<file path="config.mk">
export PLATFORM = sky130hd
export DESIGN_NAME = snes_mem_bridge
export DESIGN_NICKNAME = d
export VERILOG_FILES = /design/src/design/snes_mem_pkg.sv /design/src/design/bsram_request_stage.sv /design/src/design/load_sequencer.sv /design/src/design/mem_request_arbiter.sv /design/src/design/read_data_steer.sv /design/src/design/snes_mem_bridge.sv
export SDC_FILE = /design/constraint.sdc
export NUM_CORES = 1
export LEC_CHECK = 0
export BUFFER_PORTS_ARGS = -buffer_cell sky130_fd_sc_hd__buf_4
export CAP_MARGIN = 20
export CORE_AREA = 5 5 108 110
export CTS_CLUSTER_DIAMETER = 40
export CTS_CLUSTER_SIZE = 25
export DETAILED_ROUTE_END_ITERATION = 12
export DIE_AREA = 0 0 113 115
export GPL_TIMING_DRIVEN = 0
export PLACE_DENSITY = 0.74
export SYNTH_ARGS = -nofsm -noshare
export SYNTH_HDL_FRONTEND = slang
export SYNTH_SLANG_ARGS = --single-unit
export TNS_END_PERCENT = 5
</file>
<file path="constraint.sdc">
create_clock -name wclk -period 2.5 [get_ports wclk]
set_input_delay 0.75 -clock wclk [delete_from_list [all_inputs] [get_ports wclk]]
set_output_delay 0.75 -clock wclk [all_outputs]
set_load 0.01 [all_outputs]
</file>
<file path="src/design/snes_mem_pkg.sv">
/*
 * shared widths and constants for the SNES memory request bridge
 * addresses are byte addresses into a 16 MB space, memory words are 16 bits
 * WRAM placement and save-RAM width are only defaults, the top level can override
 */
package snes_mem_pkg;

    // basic data widths
    typedef logic [7:0]  byte_t;      // one data byte
    typedef logic [15:0] word_t;      // one memory word

    // address spaces
    typedef logic [23:0] mem_addr_t;  // 16 MB byte address
    typedef logic [16:0] wram_addr_t; // 128 KB of WRAM
    typedef logic [15:0] aram_addr_t; // 64 KB of audio RAM

    // byte lane enables, bit 1 is the upper byte
    typedef logic [1:0]  lane_sel_t;

    // cartridge mapper control byte, upper nibble is the mapper type
    typedef logic [7:0]  map_ctrl_t;

    // this mapper type reads save RAM without asserting RD
    localparam logic [3:0] MAP_SA_TYPE = 4'hC;

    // upper 7 address bits of WRAM, puts it at banks EE-EF
    localparam logic [6:0] WRAM_BANK_DEFAULT = 7'b1110_111;

    // save RAM address width, 1 MB
    localparam int BSRAM_AW_DEFAULT = 20;

endpackage

</file>
<file path="src/design/bsram_request_stage.sv">
/*
 * save RAM request register, one cycle behind the SNES bus
 * reads qualified by F phase, writes by R phase
 * SA type mappers read without the RD strobe
 */
module bsram_request_stage import snes_mem_pkg::*; #(
    parameter int bsram_aw = BSRAM_AW_DEFAULT
) (
    input  logic                wclk,
    input  logic                resetn,
    input  logic                f_phase,
    input  logic                r_phase,
    input  logic                bsram_ce_n,
    input  logic                bsram_rd_n,
    input  logic                bsram_we_n,
    input  logic [bsram_aw-1:0] bsram_addr,
    input  byte_t               bsram_d,
    input  map_ctrl_t           map_ctrl,
    output logic                bs_rd,
    output logic                bs_wr,
    output logic [bsram_aw-1:0] bs_addr,
    output byte_t               bs_din
);

    logic sa_map;   // mapper reads save RAM without RD

    assign sa_map = (map_ctrl[7:4] == MAP_SA_TYPE);

    // address and data follow the bus every cycle
    always_ff @(posedge wclk) begin
        bs_addr <= bsram_addr;
        bs_din  <= bsram_d;
    end

    always_ff @(posedge wclk) begin
        if (!resetn) begin
            bs_rd <= 1'b0;
            bs_wr <= 1'b0;
        end else begin
            bs_rd <= ~bsram_ce_n & (~bsram_rd_n | sa_map) & f_phase;
            bs_wr <= ~bsram_ce_n & ~bsram_we_n & r_phase;
        end
    end

endmodule

</file>
<file path="src/design/load_sequencer.sv">
/*
 * ROM image loader address counter and run enable
 * load_valid must stay low in the cycle after loading rises
 * run_enable is registered, one cycle behind busy, pause and loaded
 */
module load_sequencer import snes_mem_pkg::*; (
    input  logic      wclk,
    input  logic      resetn,
    input  logic      loading,      // loader active level
    input  logic      load_valid,   // one byte per strobe
    input  byte_t     load_data,
    input  logic      mem_busy,     // memory still initializing
    input  logic      frame_pause,  // frame sync hold request
    output logic      load_wr,
    output mem_addr_t load_addr,
    output byte_t     load_byte,
    output logic      run_enable
);

    logic loading_r;        // previous loading level
    logic loaded;           // image fully written
    logic load_start;
    logic load_done;

    assign load_start = loading & ~loading_r;   // rising edge
    assign load_done  = ~loading & loading_r;   // falling edge

    // write strobe and data go straight to the arbiter
    assign load_wr   = loading & load_valid;
    assign load_byte = load_data;

    always_ff @(posedge wclk) begin
        if (!resetn) begin
            loading_r <= 1'b0;
            loaded    <= 1'b0;
            load_addr <= '0;
        end else begin
            loading_r <= loading;
            if (load_start) begin
                load_addr <= '0;        // new image starts at 0
                loaded    <= 1'b0;
            end else if (load_valid) begin
                load_addr <= load_addr + 24'd1;
            end
            if (load_done)
                loaded <= 1'b1;         // seen one cycle after loading drops
        end
    end

    // SNES only runs once loaded and memory is free
    always_ff @(posedge wclk) begin
        if (!resetn)
            run_enable <= 1'b0;
        else
            run_enable <= loaded & ~mem_busy & ~frame_pause;
    end

endmodule

</file>
<file path="src/design/mem_request_arbiter.sv">
/*
 * one registered memory request per cycle, fixed priority
 * loader writes win, then ROM reads on F phase, then WRAM
 * all request fields read zero when nothing is issued
 */
module mem_request_arbiter import snes_mem_pkg::*; #(
    parameter logic [6:0] wram_bank = WRAM_BANK_DEFAULT
) (
    input  logic       wclk,
    input  logic       resetn,
    input  logic       run_enable,
    input  logic       sysclkf_ce,   // SNES CPU F phase strobe
    input  logic       sysclkr_ce,   // SNES CPU R phase strobe
    input  logic       load_wr,
    input  mem_addr_t  load_addr,
    input  byte_t      load_byte,
    input  logic       rom_ce_n,
    input  mem_addr_t  rom_addr,
    input  logic       wram_ce_n,
    input  logic       wram_rd_n,
    input  logic       wram_we_n,
    input  wram_addr_t wram_addr,
    input  byte_t      wram_d,
    output logic       f_phase,
    output logic       r_phase,
    output logic       mem_rd,
    output logic       mem_wr,
    output mem_addr_t  mem_addr,
    output word_t      mem_din,
    output lane_sel_t  mem_ds,
    output logic       mem_port      // 1 selects the WRAM read port
);

    logic      wram_rd;
    logic      wram_wr;
    logic      nxt_rd;
    logic      nxt_wr;
    mem_addr_t nxt_addr;
    word_t     nxt_din;
    lane_sel_t nxt_ds;
    logic      nxt_port;

    assign wram_rd = ~wram_ce_n & ~wram_rd_n & f_phase;             // reads on F
    assign wram_wr = ~wram_ce_n & ~wram_we_n & r_phase & ~wram_rd;  // writes on R, read wins

    // phase strobes only count while the SNES runs
    always_ff @(posedge wclk) begin
        if (!resetn) begin
            f_phase <= 1'b0;
            r_phase <= 1'b0;
        end else begin
            f_phase <= sysclkf_ce & run_enable;
            r_phase <= sysclkr_ce & run_enable;
        end
    end

    // request select
    always_comb begin
        nxt_rd   = 1'b0;
        nxt_wr   = 1'b0;
        nxt_addr = '0;
        nxt_din  = '0;
        nxt_ds   = '0;
        nxt_port = 1'b0;
        if (load_wr) begin
            nxt_wr   = 1'b1;
            nxt_addr = load_addr;
            nxt_din  = {load_byte, load_byte};          // byte on both halves
            nxt_ds   = {load_addr[0], ~load_addr[0]};   // odd address is upper lane
        end else if (~rom_ce_n && f_phase) begin
            nxt_rd   = 1'b1;
            nxt_addr = rom_addr;
            nxt_ds   = 2'b11;                            // full word, steered later
        end else if (wram_rd || wram_wr) begin
            nxt_addr = {wram_bank, wram_addr};
            nxt_din  = {wram_d, wram_d};
            nxt_ds   = {wram_addr[0], ~wram_addr[0]};
            nxt_port = 1'b1;
            nxt_rd   = wram_rd;
            nxt_wr   = wram_wr;     // data valid by R phase
        end
    end

    // request register, lasts one cycle
    always_ff @(posedge wclk) begin
        if (!resetn) begin
            mem_rd   <= 1'b0;
            mem_wr   <= 1'b0;
            mem_addr <= '0;
            mem_din  <= '0;
            mem_ds   <= '0;
            mem_port <= 1'b0;
        end else begin
            mem_rd   <= nxt_rd;
            mem_wr   <= nxt_wr;
            mem_addr <= nxt_addr;
            mem_din  <= nxt_din;
            mem_ds   <= nxt_ds;
            mem_port <= nxt_port;
        end
    end

endmodule

</file>
<file path="src/design/read_data_steer.sv">
/*
 * byte steering of memory read data back to the SNES
 * ROM and WRAM paths are combinational from the memory ports
 * ARAM lane is latched on each ARAM read and held until the next
 */
module read_data_steer import snes_mem_pkg::*; (
    input  logic  wclk,
    input  logic  resetn,
    input  logic  rom_addr0,     // ROM byte address bit 0
    input  logic  rom_word,      // 16-bit ROM fetch
    input  logic  wram_addr0,
    input  logic  aram_ce_n,
    input  logic  aram_oe_n,
    input  logic  aram_addr0,
    input  word_t mem_port0,     // ROM read port
    input  word_t mem_port1,     // WRAM read port
    input  word_t aram_dout,
    output word_t rom_q,
    output byte_t wram_q,
    output byte_t aram_q
);

    logic aram_rd;
    logic aram_lane;    // 1 takes the upper byte

    assign aram_rd = ~aram_ce_n & ~aram_oe_n;

    // odd byte reads want the upper byte in the low half
    always_comb begin
        if (rom_word || !rom_addr0)
            rom_q = mem_port0;
        else
            rom_q = {mem_port0[7:0], mem_port0[15:8]};
    end

    assign wram_q = wram_addr0 ? mem_port1[15:8] : mem_port1[7:0];

    // data returns after the read strobe drops, so remember the lane
    always_ff @(posedge wclk) begin
        if (!resetn)
            aram_lane <= 1'b0;
        else if (aram_rd)
            aram_lane <= aram_addr0;
    end

    assign aram_q = aram_lane ? aram_dout[15:8] : aram_dout[7:0];

endmodule

</file>
<file path="src/design/snes_mem_bridge.sv">
/*
 * SNES side memory request path, loader through to read data
 * memory controller and SNES core sit outside, all on wclk
 * mem_busy only holds run_enable, loader writes still pass
 */
module snes_mem_bridge import snes_mem_pkg::*; #(
    parameter logic [6:0] wram_bank = WRAM_BANK_DEFAULT,  // WRAM bank base
    parameter int         bsram_aw  = BSRAM_AW_DEFAULT    // save RAM address width
) (
    input  logic                wclk,
    input  logic                resetn,
    // loader
    input  logic                loading,
    input  logic                load_valid,
    input  byte_t               load_data,
    // memory status
    input  logic                mem_busy,
    input  logic                frame_pause,
    // SNES CPU phase strobes
    input  logic                sysclkf_ce,
    input  logic                sysclkr_ce,
    // ROM bus
    input  logic                rom_ce_n,
    input  mem_addr_t           rom_addr,
    input  logic                rom_word,
    // WRAM bus
    input  logic                wram_ce_n,
    input  logic                wram_rd_n,
    input  logic                wram_we_n,
    input  wram_addr_t          wram_addr,
    input  byte_t               wram_d,
    // save RAM bus
    input  logic                bsram_ce_n,
    input  logic                bsram_rd_n,
    input  logic                bsram_we_n,
    input  logic [bsram_aw-1:0] bsram_addr,
    input  byte_t               bsram_d,
    input  map_ctrl_t           map_ctrl,
    // ARAM bus, only bit 0 of the address matters here
    input  logic                aram_ce_n,
    input  logic                aram_oe_n,
    input  aram_addr_t          aram_addr,
    // memory read data
    input  word_t               mem_port0,
    input  word_t               mem_port1,
    input  word_t               aram_dout,
    output logic                run_enable,
    // memory request
    output logic                mem_rd,
    output logic                mem_wr,
    output mem_addr_t           mem_addr,
    output word_t               mem_din,
    output lane_sel_t           mem_ds,
    output logic                mem_port,
    // save RAM request
    output logic                bs_rd,
    output logic                bs_wr,
    output logic [bsram_aw-1:0] bs_addr,
    output byte_t               bs_din,
    // read data to the SNES
    output word_t               rom_q,
    output byte_t               wram_q,
    output byte_t               aram_q
);

    logic      load_wr;     // loader byte this cycle
    mem_addr_t load_addr;
    byte_t     load_byte;
    logic      f_phase;     // registered, enable qualified
    logic      r_phase;

    load_sequencer load_seq_i (
        .wclk(wclk), .resetn(resetn),
        .loading(loading), .load_valid(load_valid), .load_data(load_data),
        .mem_busy(mem_busy), .frame_pause(frame_pause),
        .load_wr(load_wr), .load_addr(load_addr), .load_byte(load_byte),
        .run_enable(run_enable)
    );

    mem_request_arbiter #(.wram_bank(wram_bank)) arb_i (
        .wclk(wclk), .resetn(resetn), .run_enable(run_enable),
        .sysclkf_ce(sysclkf_ce), .sysclkr_ce(sysclkr_ce),
        .load_wr(load_wr), .load_addr(load_addr), .load_byte(load_byte),
        .rom_ce_n(rom_ce_n), .rom_addr(rom_addr),
        .wram_ce_n(wram_ce_n), .wram_rd_n(wram_rd_n), .wram_we_n(wram_we_n),
        .wram_addr(wram_addr), .wram_d(wram_d),
        .f_phase(f_phase), .r_phase(r_phase),
        .mem_rd(mem_rd), .mem_wr(mem_wr), .mem_addr(mem_addr),
        .mem_din(mem_din), .mem_ds(mem_ds), .mem_port(mem_port)
    );

    bsram_request_stage #(.bsram_aw(bsram_aw)) bsram_i (
        .wclk(wclk), .resetn(resetn), .f_phase(f_phase), .r_phase(r_phase),
        .bsram_ce_n(bsram_ce_n), .bsram_rd_n(bsram_rd_n), .bsram_we_n(bsram_we_n),
        .bsram_addr(bsram_addr), .bsram_d(bsram_d), .map_ctrl(map_ctrl),
        .bs_rd(bs_rd), .bs_wr(bs_wr), .bs_addr(bs_addr), .bs_din(bs_din)
    );

    read_data_steer steer_i (
        .wclk(wclk), .resetn(resetn),
        .rom_addr0(rom_addr[0]), .rom_word(rom_word),   // byte address lsb only
        .wram_addr0(wram_addr[0]),
        .aram_ce_n(aram_ce_n), .aram_oe_n(aram_oe_n), .aram_addr0(aram_addr[0]),
        .mem_port0(mem_port0), .mem_port1(mem_port1), .aram_dout(aram_dout),
        .rom_q(rom_q), .wram_q(wram_q), .aram_q(aram_q)
    );

endmodule

</file>
==> metrics.md <==
| Metric | Value |
|---|---|
| Status | finished clean |
| Fin crit share | 0.9613 |
| Reg2Reg Depth | 6 |
| CP peak stage delay | 250 ps |
| Area contributors post-synth | dfxtp_1 (50%), nand2_1 (7.0%), mux2_2 (4.7%), o21ai_0 (3.9%), a21oi_1 (3.0%) |
| Hold Vio Cnt, Final | 0 |
| Placer Congestion | 0.9443 |
| Final setup fails | 0 |
| Die Height | 115 um |
| Layout Nets | 880 |
| 1st-iter DRT viols | 249 |
| Post-synth EDFFs | 0 |
| Initial Util | 0.3650 |
| Post-synthesis area per instance | 8.958 sq um |
| Fmax | 0.4161 GHz |
| Full die area | 0.01300 sq mm |
| Min Tclk post-route | 2403 ps |
| WHS Path Cells | 2 |
| Cell row count | 38 |
| Lkg Pwr | 0.002839 uW |
| Final Max Tran Viols | 0 |
| IO Count | 283 |
| First-pass GRT wire length | 23050 um |
| Setup Skew | 15.22 ps |
| Skew-Pair Late Insertion Delay | 370 ps |
| Yosys cell types | 43 |
| Synth top area share | 0.5018 |
| Tightest Pin Transition | 600.6 ps |
| Hold buffers post-CTS | 0 |
| Global route overflow | 0 |
| Synth async-reset ratio | 0 |
| Post-synth top flop | dfxtp_1 |
| Max VDD drop | 0.0002870 V |
| H-tree lvl count | 3 |
| Max FO, Critical Path | 10 |
| HP Class | flip-flop to flip-flop |
| Total global-route track usage | 0.2315 |
| Antenna-violating nets left | 0 |
| Post-route design area | 0.006195 sq mm |
| Clk root buf | clkbuf_8 |
| Pwr dens | 508.1 mW/mm^2 |
| Arr. time, crit path | 1650 ps |
| Routed vias | 4149 |
| Dpl hpwl | 13300 um |
| Syn_nets | 610 |
| Syn. warnings | 0 |
| Critical path class | input pin to output port |
| Layout cell share with drive strength beyond 1 | 0.4441 |
| Drt first pass iters | 4 |
| Register area share after synthesis | 0.5018 |
| Diode count | 0 |
| Setup crit end kind | output port |
| Largest net degree at the start of global routing | 20 |
| Synth Register Bits | 97 |
| Normalized max-slew margin | 0.5959 |
| Maxcap violations | 0 |
| DIE WIDTH | 113 um |
| Via/cell ratio | 4.898 |
| Number of antenna violations at the first check in global routing | 0 |
| DRC | 0 |
| Reg clk slew, reported paths | 90 ps |
| CP Cell Sequence | buf_4 -> nand2b_1 -> clkbuf_4 -> nand2_1 -> nand2_1 -> buf_4 |
| Synthesis-to-layout area growth | 60.07% |
| Clock Tree Buf Depth | 2 |
| Synthesized cell area | 0.003870 sq mm |
| Wirelength per Cell | 18.61 um |
| CP max-delay cell | nand2b_1 |
| Req. time, crit path | 1750 ps |
| CTS tree | done |
| Unrepaired setup endpoints after global routing | no |
| Setup crit start kind | input pin |
| Vias in the first global route | 4117 |
| Utilization after layout | 0.5843 |
| Clock sink total | 97 |
| Syn Inst Count | 432 |
| Placed cell area | 0.006005 sq mm |
| Synth area leader | dfxtp_1 |
| Total routed wirelength | 15760 um |
| CORE AREA | 0.01060 sq mm |
| Total CTS buffers | 9 |
| Port buffer count | 261 |
flip-flops by register name, summed over array words and instances, names as in the netlist, 2 cells and up:
| name | cells |
|---|---|
| load_seq_i.load_addr | 24 |
| arb_i.mem_addr | 24 |
| bsram_i.bs_din | 8 |
| bsram_i.bs_addr | 20 |
| arb_i.mem_ds | 2 |
| arb_i.mem_din | 8 |
area by class of cell:
type / instances / area [sq um]
fillers: 957 / 4408
clock buffers: 9 / 123.9
clock inverters: 7 / 67.56
repair buffers: 261 / 1959
inverters: 7 / 26.28
plain buffers: 35 / 177.7
well taps: 140 / 175.2
flip-flops and latches: 97 / 1942
multi-input cells: 291 / 1723
per-stage QoR:
stage                     total power [uW]  std cells  setup TNS [ps]  hold WS (ps)  worst slack, ps
final                                 3148        847               0         449.8            96.63
after CTS                             3180        848               0         450.9            20.12
after detailed placement              2193        833           -1890         450.4           -210.4
after floorplan                       1814        432               0         413.9            232.0
after global routing                  3287        847               0         441.2            8.150
after global placement                2185        833           -2249         451.0           -247.6
cells by family (layout without fill, tap and decap cells):
family / Yosys count / after routing / synth area share
AND/OR/NAND/NOR: 164 / 164 / 0.2024
AO/OA/AOI/OAI: 95 / 95 / 0.1565
flip-flops: 97 / 97 / 0.5018
multiplexers: 18 / 18 / 0.05173
XOR/XNOR: 11 / 11 / 0.02489
adder cells (fa/ha/maj): 3 / 3 / 0.009700
buffers and inverters: 44 / 319 / 0.05302
per-layer routing:
metal  GRT usage  share of wire  wire (um)
met1      0.2496           0.36       5706
met2      0.4242           0.53       8357
met3     0.06737          0.076       1191
met4     0.09615          0.032        509
met5           0              0          0
final timing paths:
path / slack [ps] / start / to
worst max-delay path: 100 / rom_word / rom_q[7]
worst max register to register: 350 / load_seq_i.load_addr[0] / load_seq_i.load_addr[18]
worst min-delay path: 450 / arb_i.r_phase / bsram_i.bs_wr
worst min register to register: 450 / arb_i.r_phase / bsram_i.bs_wr
where the power goes:
part / total (uW) / internal, uW / switching, uW
clock: 996 / 390 / 605
sequential: 1610 / 1590 / 16.2
combinational: 546 / 316 / 230
synth_stat cells, types with 3 or more instances:
library cell	instances
buf_4	8
a21boi_0	12
nor3_1	4
xor2_1	5
inv_1	7
dfxtp_1	97
or3_1	9
nand2_1	72
o21ai_0	30
ha_1	3
nand4_1	5
a21oi_1	23
clkbuf_1	25
mux2_2	16
a221oi_1	13
and2_1	4
and3_1	3
nand3_1	17
xnor2_1	6
nor2b_1	4
nand2b_1	5
nor2_1	29
a211oi_1	6
nor4_1	3
a22oi_1	4
layout by cell type, fill, tap and decap left out, types with 7 or more instances in the layout:
cell      instances
a221oi_1         13
a21oi_1          23
a21boi_0         12
inv_1             7
nand2_1          72
mux2_2           16
o21ai_0          30
or3_1             9
clkbuf_1         20
clkbuf_8          9
buf_4           269
dfxtp_1          97
nor2_1           29
nand3_1          17
worst max-delay path, delay by kind of cell:
family / cells / cell delay [ps]
buffers and inverters: 3 / 510
and+or+nand+nor: 3 / 400
repair_timing:
action | CTS | global route
setup endpoints to repair | 10 | 16
gates resized for setup | 4 | 2
endpoints found under the hold margin | 0 | 0
buffers inserted | 0 | 0
(Power assumes the default switching activity.)
